## src/verilog/spi_cfg_pkg.sv

```systemverilog
`default_nettype none

//////////////////////////////////////////////////
// config link widths and command format
//////////////////////////////////////////////////

package spi_cfg_pkg;

    // chip register space
    localparam int ADDR_W = 7;
    localparam int DATA_W = 16;

    // one frame carries address then data, lsb first
    localparam int FRAME_LEN = ADDR_W + DATA_W;

    typedef logic [ADDR_W-1:0] cfg_addr_t;
    typedef logic [DATA_W-1:0] cfg_data_t;

    // bit position inside a frame, 0 .. FRAME_LEN-1
    typedef logic [$clog2(FRAME_LEN)-1:0] frame_cnt_t;

    // one queued command
    // rd set means read frame, data field ignored
    typedef struct packed {
        logic      rd;
        cfg_addr_t addr;
        cfg_data_t data;
    } cfg_cmd_t;

endpackage

`default_nettype wire
```

## src/verilog/spi_cfg_top.sv

```systemverilog
`default_nettype none
`timescale 1ns/100ps

module spi_cfg_top #(
    parameter int                     FIFO_DEPTH = 4,
    parameter int                     SEQ_LEN    = 20,
    parameter spi_cfg_pkg::cfg_addr_t SEL_ADDR   = 7'd58
) (
    input  wire                    clk,
    input  wire                    reset,
    // host side
    input  wire                    host_wr,
    input  wire                    host_rd,
    input  spi_cfg_pkg::cfg_addr_t host_addr,
    input  spi_cfg_pkg::cfg_data_t host_data,
    input  wire                    seq_start,
    output logic                   seq_busy,
    output logic                   overflow,
    output spi_cfg_pkg::cfg_data_t rd_data,
    output logic                   rd_valid,
    // chip side
    output logic                   spi_din,
    output logic                   spi_frame,
    output logic                   spi_update,
    input  wire                    spi_out
);

    //////////////////////////////////////////////////
    // source -> fifo -> link
    //////////////////////////////////////////////////

    logic                  cmd_push;
    spi_cfg_pkg::cfg_cmd_t cmd;
    logic                  fifo_empty;
    spi_cfg_pkg::cfg_cmd_t fifo_head;
    logic                  fifo_pop;

    // host strobes and class select run
    cfg_cmd_source #(
        .SEQ_LEN  (SEQ_LEN),
        .SEL_ADDR (SEL_ADDR)
    ) u_source (
        .clk       (clk),
        .reset     (reset),
        .host_wr   (host_wr),
        .host_rd   (host_rd),
        .host_addr (host_addr),
        .host_data (host_data),
        .seq_start (seq_start),
        .cmd_push  (cmd_push),
        .cmd       (cmd),
        .seq_busy  (seq_busy)
    );

    // command buffer, drops on full
    cmd_fifo #(
        .payload_t  (spi_cfg_pkg::cfg_cmd_t),
        .FIFO_DEPTH (FIFO_DEPTH)
    ) u_fifo (
        .clk      (clk),
        .reset    (reset),
        .push     (cmd_push),
        .din      (cmd),
        .pop      (fifo_pop),
        .head     (fifo_head),
        .empty    (fifo_empty),
        .overflow (overflow)
    );

    // serial shifter to the chip
    spi_cfg_link u_link (
        .clk        (clk),
        .reset      (reset),
        .empty      (fifo_empty),
        .head       (fifo_head),
        .spi_out    (spi_out),
        .pop        (fifo_pop),
        .spi_din    (spi_din),
        .spi_frame  (spi_frame),
        .spi_update (spi_update),
        .rd_data    (rd_data),
        .rd_valid   (rd_valid)
    );

endmodule

`default_nettype wire

```

## src/verilog/spi_cfg_link.sv

```systemverilog
`default_nettype none
`timescale 1ns/100ps

module spi_cfg_link (
    input  wire                    clk,
    input  wire                    reset,
    input  wire                    empty,
    input  spi_cfg_pkg::cfg_cmd_t  head,
    input  wire                    spi_out,
    output logic                   pop,
    output logic                   spi_din,
    output logic                   spi_frame,
    output logic                   spi_update,
    output spi_cfg_pkg::cfg_data_t rd_data,
    output logic                   rd_valid
);

    // frame in progress
    logic busy;
    // current frame is a read
    logic is_rd;
    spi_cfg_pkg::frame_cnt_t bit_cnt;

    // outgoing frame, bit 0 is on the wire
    logic [spi_cfg_pkg::FRAME_LEN-1:0] shreg;

    // read word being assembled, lsb first
    spi_cfg_pkg::cfg_data_t cap;
    spi_cfg_pkg::cfg_data_t cap_next;

    logic last_bit;
    logic in_data;

    //////////////////////////////////////////////////
    // handshake and frame decode
    //////////////////////////////////////////////////

    // take the next command as soon as idle
    assign pop = ~busy & ~empty;

    assign last_bit = busy &
                      (bit_cnt == spi_cfg_pkg::frame_cnt_t'(spi_cfg_pkg::FRAME_LEN - 1));

    // data field of a read, chip drives spi_out
    assign in_data = busy & is_rd &
                     (bit_cnt >= spi_cfg_pkg::frame_cnt_t'(spi_cfg_pkg::ADDR_W));

    // new bit enters at the top, bit k lands at k after 16 shifts
    assign cap_next = {spi_out, cap[spi_cfg_pkg::DATA_W-1:1]};

    // serial pins
    assign spi_frame = busy;
    assign spi_din   = busy & shreg[0];

    //////////////////////////////////////////////////
    // control and result registers
    //////////////////////////////////////////////////

    always_ff @(posedge clk or posedge reset) begin
        if (reset) begin
            busy       <= 1'b0;
            is_rd      <= 1'b0;
            bit_cnt    <= '0;
            spi_update <= 1'b0;
            rd_valid   <= 1'b0;
            rd_data    <= '0;
        end else begin
            // completion pulses, one cycle after the last bit
            spi_update <= last_bit & ~is_rd;
            rd_valid   <= last_bit & is_rd;

            if (pop) begin
                busy    <= 1'b1;
                is_rd   <= head.rd;
                bit_cnt <= '0;
            end else if (busy) begin
                bit_cnt <= bit_cnt + 1'b1;
                if (last_bit) begin
                    busy <= 1'b0;
                end
            end

            // last data bit sampled together with the word
            if (last_bit && is_rd) begin
                rd_data <= cap_next;
            end
        end
    end

    //////////////////////////////////////////////////
    // shift datapath
    //////////////////////////////////////////////////

    always_ff @(posedge clk) begin
        if (pop) begin
            // address first, then data or zeros for a read
            if (head.rd) begin
                shreg <= {spi_cfg_pkg::DATA_W'(0), head.addr};
            end else begin
                shreg <= {head.data, head.addr};
            end
        end else if (busy) begin
            shreg <= shreg >> 1;
        end

        if (in_data) begin
            cap <= cap_next;
        end
    end

endmodule

`default_nettype wire

```

## src/verilog/cmd_fifo.sv

```systemverilog
`default_nettype none
`timescale 1ns/100ps

module cmd_fifo #(
    parameter type payload_t  = logic [7:0],
    parameter int  FIFO_DEPTH = 4
) (
    input  wire      clk,
    input  wire      reset,
    input  wire      push,
    input  payload_t din,
    input  wire      pop,
    output payload_t head,
    output logic     empty,
    output logic     overflow
);

    // depth is a power of two, pointers wrap on their own
    localparam int PTR_W = $clog2(FIFO_DEPTH);
    localparam int CNT_W = PTR_W + 1;

    payload_t         mem [FIFO_DEPTH];
    logic [PTR_W-1:0] wr_ptr;
    logic [PTR_W-1:0] rd_ptr;
    logic [CNT_W-1:0] count;
    logic             full;
    logic             push_ok;
    logic             pop_ok;

    assign full  = (count == CNT_W'(FIFO_DEPTH));
    assign empty = (count == '0);

    // full plus pop frees the slot in the same cycle
    assign push_ok = push & (~full | pop);
    assign pop_ok  = pop & ~empty;

    // head valid whenever not empty
    assign head = mem[rd_ptr];

    //////////////////////////////////////////////////
    // storage
    //////////////////////////////////////////////////

    always_ff @(posedge clk) begin
        if (push_ok) begin
            mem[wr_ptr] <= din;
        end
    end

    //////////////////////////////////////////////////
    // pointers, occupancy, overflow
    //////////////////////////////////////////////////

    always_ff @(posedge clk or posedge reset) begin
        if (reset) begin
            wr_ptr   <= '0;
            rd_ptr   <= '0;
            count    <= '0;
            overflow <= 1'b0;
        end else begin
            if (push_ok) begin
                wr_ptr <= wr_ptr + 1'b1;
            end
            if (pop_ok) begin
                rd_ptr <= rd_ptr + 1'b1;
            end
            case ({push_ok, pop_ok})
                2'b10:   count <= count + 1'b1;
                2'b01:   count <= count - 1'b1;
                default: count <= count;
            endcase
            // dropped command, sticky until reset
            if (push && !push_ok) begin
                overflow <= 1'b1;
            end
        end
    end

endmodule

`default_nettype wire

```

## src/verilog/cfg_cmd_source.sv

```systemverilog
`default_nettype none
`timescale 1ns/100ps

module cfg_cmd_source #(
    parameter int                    SEQ_LEN  = 20,
    parameter spi_cfg_pkg::cfg_addr_t SEL_ADDR = 7'd58
) (
    input  wire                    clk,
    input  wire                    reset,
    input  wire                    host_wr,
    input  wire                    host_rd,
    input  spi_cfg_pkg::cfg_addr_t host_addr,
    input  spi_cfg_pkg::cfg_data_t host_data,
    input  wire                    seq_start,
    output logic                   cmd_push,
    output spi_cfg_pkg::cfg_cmd_t  cmd,
    output logic                   seq_busy
);

    // index counter wide enough for SEQ_LEN-1
    localparam int IDX_W = (SEQ_LEN > 1) ? $clog2(SEQ_LEN) : 1;

    logic             host_any;
    logic [IDX_W-1:0] seq_idx;

    // host strobes win over a sequence step
    assign host_any = host_wr | host_rd;

    //////////////////////////////////////////////////
    // push strobe and sequence control
    //////////////////////////////////////////////////

    always_ff @(posedge clk or posedge reset) begin
        if (reset) begin
            cmd_push <= 1'b0;
            seq_busy <= 1'b0;
            seq_idx  <= '0;
        end else begin
            // one command per cycle, host first
            cmd_push <= host_any | seq_busy;
            if (seq_busy && !host_any) begin
                // select write goes out this cycle
                if (seq_idx == IDX_W'(SEQ_LEN - 1)) begin
                    seq_busy <= 1'b0;
                    seq_idx  <= '0;
                end else begin
                    seq_idx <= seq_idx + 1'b1;
                end
            end else if (!seq_busy && seq_start) begin
                // start ignored while a run is active
                seq_busy <= 1'b1;
                seq_idx  <= '0;
            end
        end
    end

    //////////////////////////////////////////////////
    // command payload
    //////////////////////////////////////////////////

    always_ff @(posedge clk) begin
        if (host_wr) begin
            cmd <= '{rd: 1'b0, addr: host_addr, data: host_data};
        end else if (host_rd) begin
            // read frame sends zero data
            cmd <= '{rd: 1'b1, addr: host_addr, data: '0};
        end else if (seq_busy) begin
            // class select, data is the step index
            cmd <= '{rd: 1'b0, addr: SEL_ADDR, data: spi_cfg_pkg::cfg_data_t'(seq_idx)};
        end
    end

endmodule

`default_nettype wire

```

## config.mk

```make
export PLATFORM = sky130hd
export DESIGN_NAME = spi_cfg_top
export DESIGN_NICKNAME = d
export VERILOG_FILES = /design/src/verilog/spi_cfg_pkg.sv /design/src/verilog/spi_cfg_top.sv /design/src/verilog/spi_cfg_link.sv /design/src/verilog/cmd_fifo.sv /design/src/verilog/cfg_cmd_source.sv
export SDC_FILE = /design/constraint.sdc
export NUM_CORES = 1
export LEC_CHECK = 0
export ABC_CLOCK_PERIOD_IN_PS = 5350
export BUFFER_PORTS_ARGS = -buffer_cell sky130_fd_sc_hd__buf_2
export CAP_MARGIN = 20
export CELL_PAD_IN_SITES_DETAIL_PLACEMENT = 1
export CELL_PAD_IN_SITES_GLOBAL_PLACEMENT = 2
export CORE_UTILIZATION = 49
export DETAILED_ROUTE_END_ITERATION = 7
export PLACE_DENSITY_LB_ADDON = 0.3
export SLEW_MARGIN = 20
export SYNTH_ARGS = -nofsm -noshare
export SYNTH_HDL_FRONTEND = slang
export SYNTH_HIERARCHICAL = 1
export SYNTH_SLANG_ARGS = --single-unit
```

## constraint.sdc

```tcl
create_clock -name clk -period 5.35 [get_ports clk]
set_input_delay 1.07 -clock clk [delete_from_list [all_inputs] [get_ports clk]]
set_output_delay 1.07 -clock clk [all_outputs]
set_load 0.03 [all_outputs]
```

---- Word level (Yosys, flattened, before mapping) ----
Memories as Yosys holds them, arrays and structs flattened.
Cells that the tools add are included.
cells by class
  shift operators ......................... 0
  $add $sub $neg .......................... 6
  eq/ne operators ......................... 6
  reduce and logical (&&, ||, !) cells .... 14
  bitwise operators ....................... 16
  div/mod/pow operators ................... 0
  multiply operators ...................... 0
  multiplexer cells ....................... 20
  magnitude comparators ................... 1
operators with widths
  kind                 number
  $mux 23              4
  $mux 24              2
  $mux 5               5
  $add 5x1->5 const B  2
  $eq 5x5->1 const B   2
  $and 1x1->1          9
  $mux 1               8
  $reduce_bool 2->1    4
  $pmux 3 s2           1
  $ge 5x3->1 const B   1
  $add 2x1->2 const B  2
  $logic_and 1x1->1    4
  $not 1->1            4
  $add 3x1->3 const B  1
  $eq 3x3->1 const B   1
  $logic_not 1->1      3
  $logic_not 3->1      1
  $or 1x1->1           3
  $reduce_bool 3->1    1
  $sub 3x1->3 const B  1
  $eq 2x1->1 const B   1
  $eq 2x2->1 const B   1
  $ne 2x2->1 const B   1
  $reduce_and 2->1     1
word-level totals
  RAM bits ................................ 96
  bits in read-only memories .............. 0
  memories ................................ 1
  bits in latches ......................... 0
  register bits after elaboration ......... 103
  output and inout port bits .............. 22
memories
  memory      depth  bits a word  rd ports  clocked after Yosys merged registers in  write ports  RTL line        source
  u_fifo.mem  4      24           1         0                                        1            cmd_fifo.sv:22  payload_t mem [FIFO_DEPTH];

---- Longest topological paths before layout ----
  depth after elaboration ................. 7
  mapped depth ............................ 14
  mapped depth without buffers ............ 12

---- Modules after synthesis ----
The synthesis kept the hierarchy.
modules (own cells, without submodules)
  module          sequential area each (um^2)  cells each  instances  area each (um^2)
  cmd_fifo        3083.0                       166         1          4043.9
  spi_cfg_link    1766.7                       190         1          2581.2
  cfg_cmd_source  885.8                        103         1          1327.5

---- Worst setup path before layout ----
OpenSTA, ideal clock, no wires.
  kind .................................... register to register
  from .................................... register u_fifo.count[0]
  to ...................................... register u_fifo.count[2]
  data arrival time ....................... 2606 ps
  period minus slack after synthesis ...... 2685 ps
  required time ........................... 5271 ps
  slack ................................... 2665 ps
  buffers on the path ..................... 2
  cell stages (with the launch flop) ...... 15
  cells stage by stage .................... dfrtp_1 -> nor3_1 -> or2_1 -> buf_2 -> inv_2 -> buf_2 -> nor4b_4 -> nor2b_2 -> inv_1 -> ha_1 -> inv_1 -> fa_1 -> xor2_1 -> nor2_1 -> xor2_1
on the way
  word-level cells in the longest chain between the ends .. 7
ends and longest elaborated chain
  what                                             RTL line            source
  start: declaration                               cmd_fifo.sv:25      logic [CNT_W-1:0] count;
  start signal: assignment                         cmd_fifo.sv:68      2'b10: count <= count + 1'b1;
  start signal: assignment                         cmd_fifo.sv:69      2'b01: count <= count - 1'b1;
  start signal: assignment                         cmd_fifo.sv:70      default: count <= count;
  $logic_not 3->1 (*)                              cmd_fifo.sv:31      assign empty = (count == '0);
  named net fifo_empty                             spi_cfg_top.sv:34   logic fifo_empty;
  $not 1->1 (*)                                    spi_cfg_link.sv:39  assign pop = ~busy & ~empty;
  $and 1x1->1 (*)                                  spi_cfg_link.sv:39
  named net fifo_pop                               spi_cfg_top.sv:36   logic fifo_pop;
  $or 1x1->1                                       cmd_fifo.sv:34      assign push_ok = push & (~full | pop);
  $and 1x1->1                                      cmd_fifo.sv:34
  $eq 2x1->1 or $eq 2x2->1 (tied branches)         cmd_fifo.sv:67      case ({push_ok, pop_ok})
  $pmux 3 s2 or $reduce_bool 2->1 (tied branches)  n/a
Mark *: on every way through the listed nets, which the timed path passes. The rest lies on a longest branch.
A chain may end at the register's enable or synchronous reset.

---- Worst setup path after layout ----
Same ends and word-level chain as after synthesis.

==> impl_results.md <==
* Post-route ant nets at 0
* Tot GR Track Use at 0.1798
* Cells after Synth at 459
* Slew HR at 0.3045
* Max-slew violation count at 0
* Area delta synth->final at 12.57%
* Fin crit share at 0.6755
* FMAX at 276.7 MHz
* Cells along the critical path: nor3_1, or2_1, inv_2, nor4b_4, nor2b_2, inv_1, ha_1, inv_1, fa_1, xor2_1, nor2_1, xor2_1
* Critical Path Slowest Stage Cell: or2_1
* H-Tree Level Count at 4
* Slowest stage delay, CP at 0.67 ns
* Starting DRC count in detailed routing at 149
* Synth top cells by count: 157 x edfxtp_1, 70 x nand2_1, 40 x dfrtp_1
* Die area at 16,740 um2
* CTS Root Cell: clkbuf_16
* CTS clock-pin slew for the worst setup and hold paths at 0.07 ns
* Vias in the first global route at 3,985
* Leakage at 3.581 nW
* Ranking of synthesized cells by area: edfxtp_1 59%, dfrtp_1 13%, mux4_1 7.3%
* Setup total negative slack at 0 ns
* Post-Syn Area at 7953 um2
* EDFF count, synth at 157
* DRC viols at 0
* Cell Pwr Density at 569.8 nW/um2
* Yosys top cell area share at 0.5928
* Yosys reg bits at 198
* Leading area contributor after synthesis: edfxtp_1
* Tightest Pin Transition at 1.043 ns
* Top Family by Delay on Critical Path: simple AND/OR/NAND/NOR gates
* Crit end category: register
* Main synth FF type: edfxtp_1
* Placer Congestion at 0.7050
* Ant. Diodes at 0
* Peak VDD IR at 0.0002860 V
* Final Setup Violations at 0
* Worst Skew at 0.01735 ns
* Hold Buf Count CTS at 0
* Buf+Inv Stages, Crit Path at 3
* Drt total wl at 13.71 mm
* Fin crit period at 3.614 ns
* Reg2Reg Setup Slack at 1.74 ns
* Most frequent cell after synthesis: edfxtp_1
* Sequential area share after synthesis at 0.7212
* Clk buf depth at 2
* CTS tree: yes
* Total of max-cap violations at 0
* Syn Area/Cell at 17.33 um2
* Post-CTS Setup Inserts at 0
* Post-CTS Resized at 0
* Core area at 15,890 um2
* Sw Pwr at 1.585 mW
* Sequential share of power at 0.507
* Final nets at 552
* Initial DRT Pass Iterations at 4
* Post-Syn Nets at 497
* Distinct cell type count after synthesis at 52
* Combinational Power Share at 0.248
* Vias per cell at 5.237
* Vias at 3,891
* Worst-Skew Late Latency at 0.44 ns
* First-pass GRT wire length at 21.53 mm
* Avg WL per Cell at 18.45 um
* CP max FO at 25
* Int Power at 3.516 mW
* Critical path launch point type: register
* Data arrival time of the critical path at 3.97 ns
* WP data required at 5.70 ns
* Chip height at 129.4 um
* Ys Warns at 6
* Sw frac at 0.3107
* PortBufs at 50
* Clock Power Share at 0.245
* Overall power at 5.101 mW
* Hold WC Path Type: reg2reg
* HPWL after DPL at 9.022 mm
* Final-report hold violation count at 0
* # IOs at 51
* Std cell rows at 46
* Post-synth ARST share at 0.2020
* Largest net degree at the start of global routing at 27
* Global route total overflow at 0
* Clock sinks at 198
* Initial antenna violation count at 0
* Status: complete, no violations
* Starting Density at 0.5006
* Clock buffer count from CTS at 17
* Share of cells above drive strength 1 at 0.2277
* WS Path Type: reg2reg
* Unrepaired setup endpoints after global routing: false
* Die W at 129.4 um
[state kept, by name, indices dropped and copies added (netlist names)]
name and flops:
u_link/rd_valid 1, u_source/cmd 24, u_fifo/overflow 1, u_link/is_rd 1, u_link/spi_update 1, u_fifo/mem 96
u_source/seq_idx 5, u_link/rd_data 16, u_source/cmd_push 1, u_link/bit_cnt 5, u_fifo/wr_ptr 2, u_source/seq_busy 1
u_fifo/rd_ptr 2, u_link/spi_frame 1, u_link/shreg 23, u_fifo/count 3, u_link/cap 15
[placed cells by master, fill, tap and decap left out, types with 4 or more instances in the layout]
master and n:
nand2b_1 5, and2_1 17, mux2_2 9, buf_2 50, buf_4 5, xor2_1 4
dfrtp_1 40, mux2_4 10, mux4_1 22, inv_1 11, inv_8 5, nor2_1 4
o21ai_0 9, or2_2 4, nand3_1 5, nand3b_1 16, xnor2_1 4, ha_1 8
edfxtp_1 157, nand2_1 69, clkbuf_16 17, nor2b_1 7
[worst paths after layout]
path / end / cells past startpoint / startpoint
min in group asynchronous: u_source/seq_idx[0] / 2 / reset
hold / removal: u_link/cap[10] / 0 / u_link/cap[11]
max in group asynchronous: u_link/rd_data[10] / 2 / reset
setup reg to reg: u_fifo/count[2] / 12 / u_fifo/count[0]
hold reg to reg: u_link/cap[10] / 0 / u_link/cap[11]
setup / recovery: u_fifo/count[2] / 12 / u_fifo/count[0]
[power groups by stage]
stage	sequential (mW)	clock [mW]	combinational, mW
floorplan	2.61	0	0.882
global route	2.64	1.34	1.38
global placement	2.58	0	1.24
CTS	2.60	1.29	1.29
finish	2.59	1.25	1.26
detailed placement	2.62	0	1.28
[layout make-up]
class,count,area (um2)
Fill cell,1482,6933
Inverter,13,48.80
Clock inverter,15,165.2
Sequential cell,198,5736
Clock buffer,17,425.4
Multi-Input combinational cell,229,2019
Timing Repair Buffer,55,287.8
Tap cell,216,270.3
[layer usage]
layer  GRT usage  up-vias  routed length (um)
li1            -     1825                   -
met1      0.2352     1989                6380
met5           0        -                   0
met3     0.04913       12                 368
met4     0.07128        0                 149
met2      0.2875       65                6806
[cells by family after synthesis]
| group | Yosys count | synth area share |
|---|---|---|
| adders and majority gates | 9 | 0.01510 |
| muxes | 46 | 0.1137 |
| xor gates and xnor gates | 8 | 0.008810 |
| AOI/OAI and AO/OA | 24 | 0.02030 |
| buffers and inverters | 32 | 0.02517 |
| DFF | 198 | 0.7212 |
| and+or+nand+nor | 142 | 0.09566 |
[stage by stage]
| stage | worst slack, ns | hold WS, ns | utilization | cell area, um2 | std cells |
|---|---|---|---|---|---|
| 2_1_floorplan | 2.665 | 0.4204 | - | 7953 | 459 |
| 3_3_place_gp | 1.835 | 0.4283 | 0.5262 | 8359 | 711 |
| 3_5_place_dp | 1.666 | 0.4396 | 0.5262 | 8359 | 711 |
| 4_1_cts | 1.655 | 0.4507 | 0.5634 | 8950 | 743 |
| 5_1_grt | 1.317 | 0.4604 | 0.5636 | 8952 | 743 |
| 6_report | 1.736 | 0.4478 | 0.5636 | 8952 | 743 |
Power figures use the tool's default switching activity.
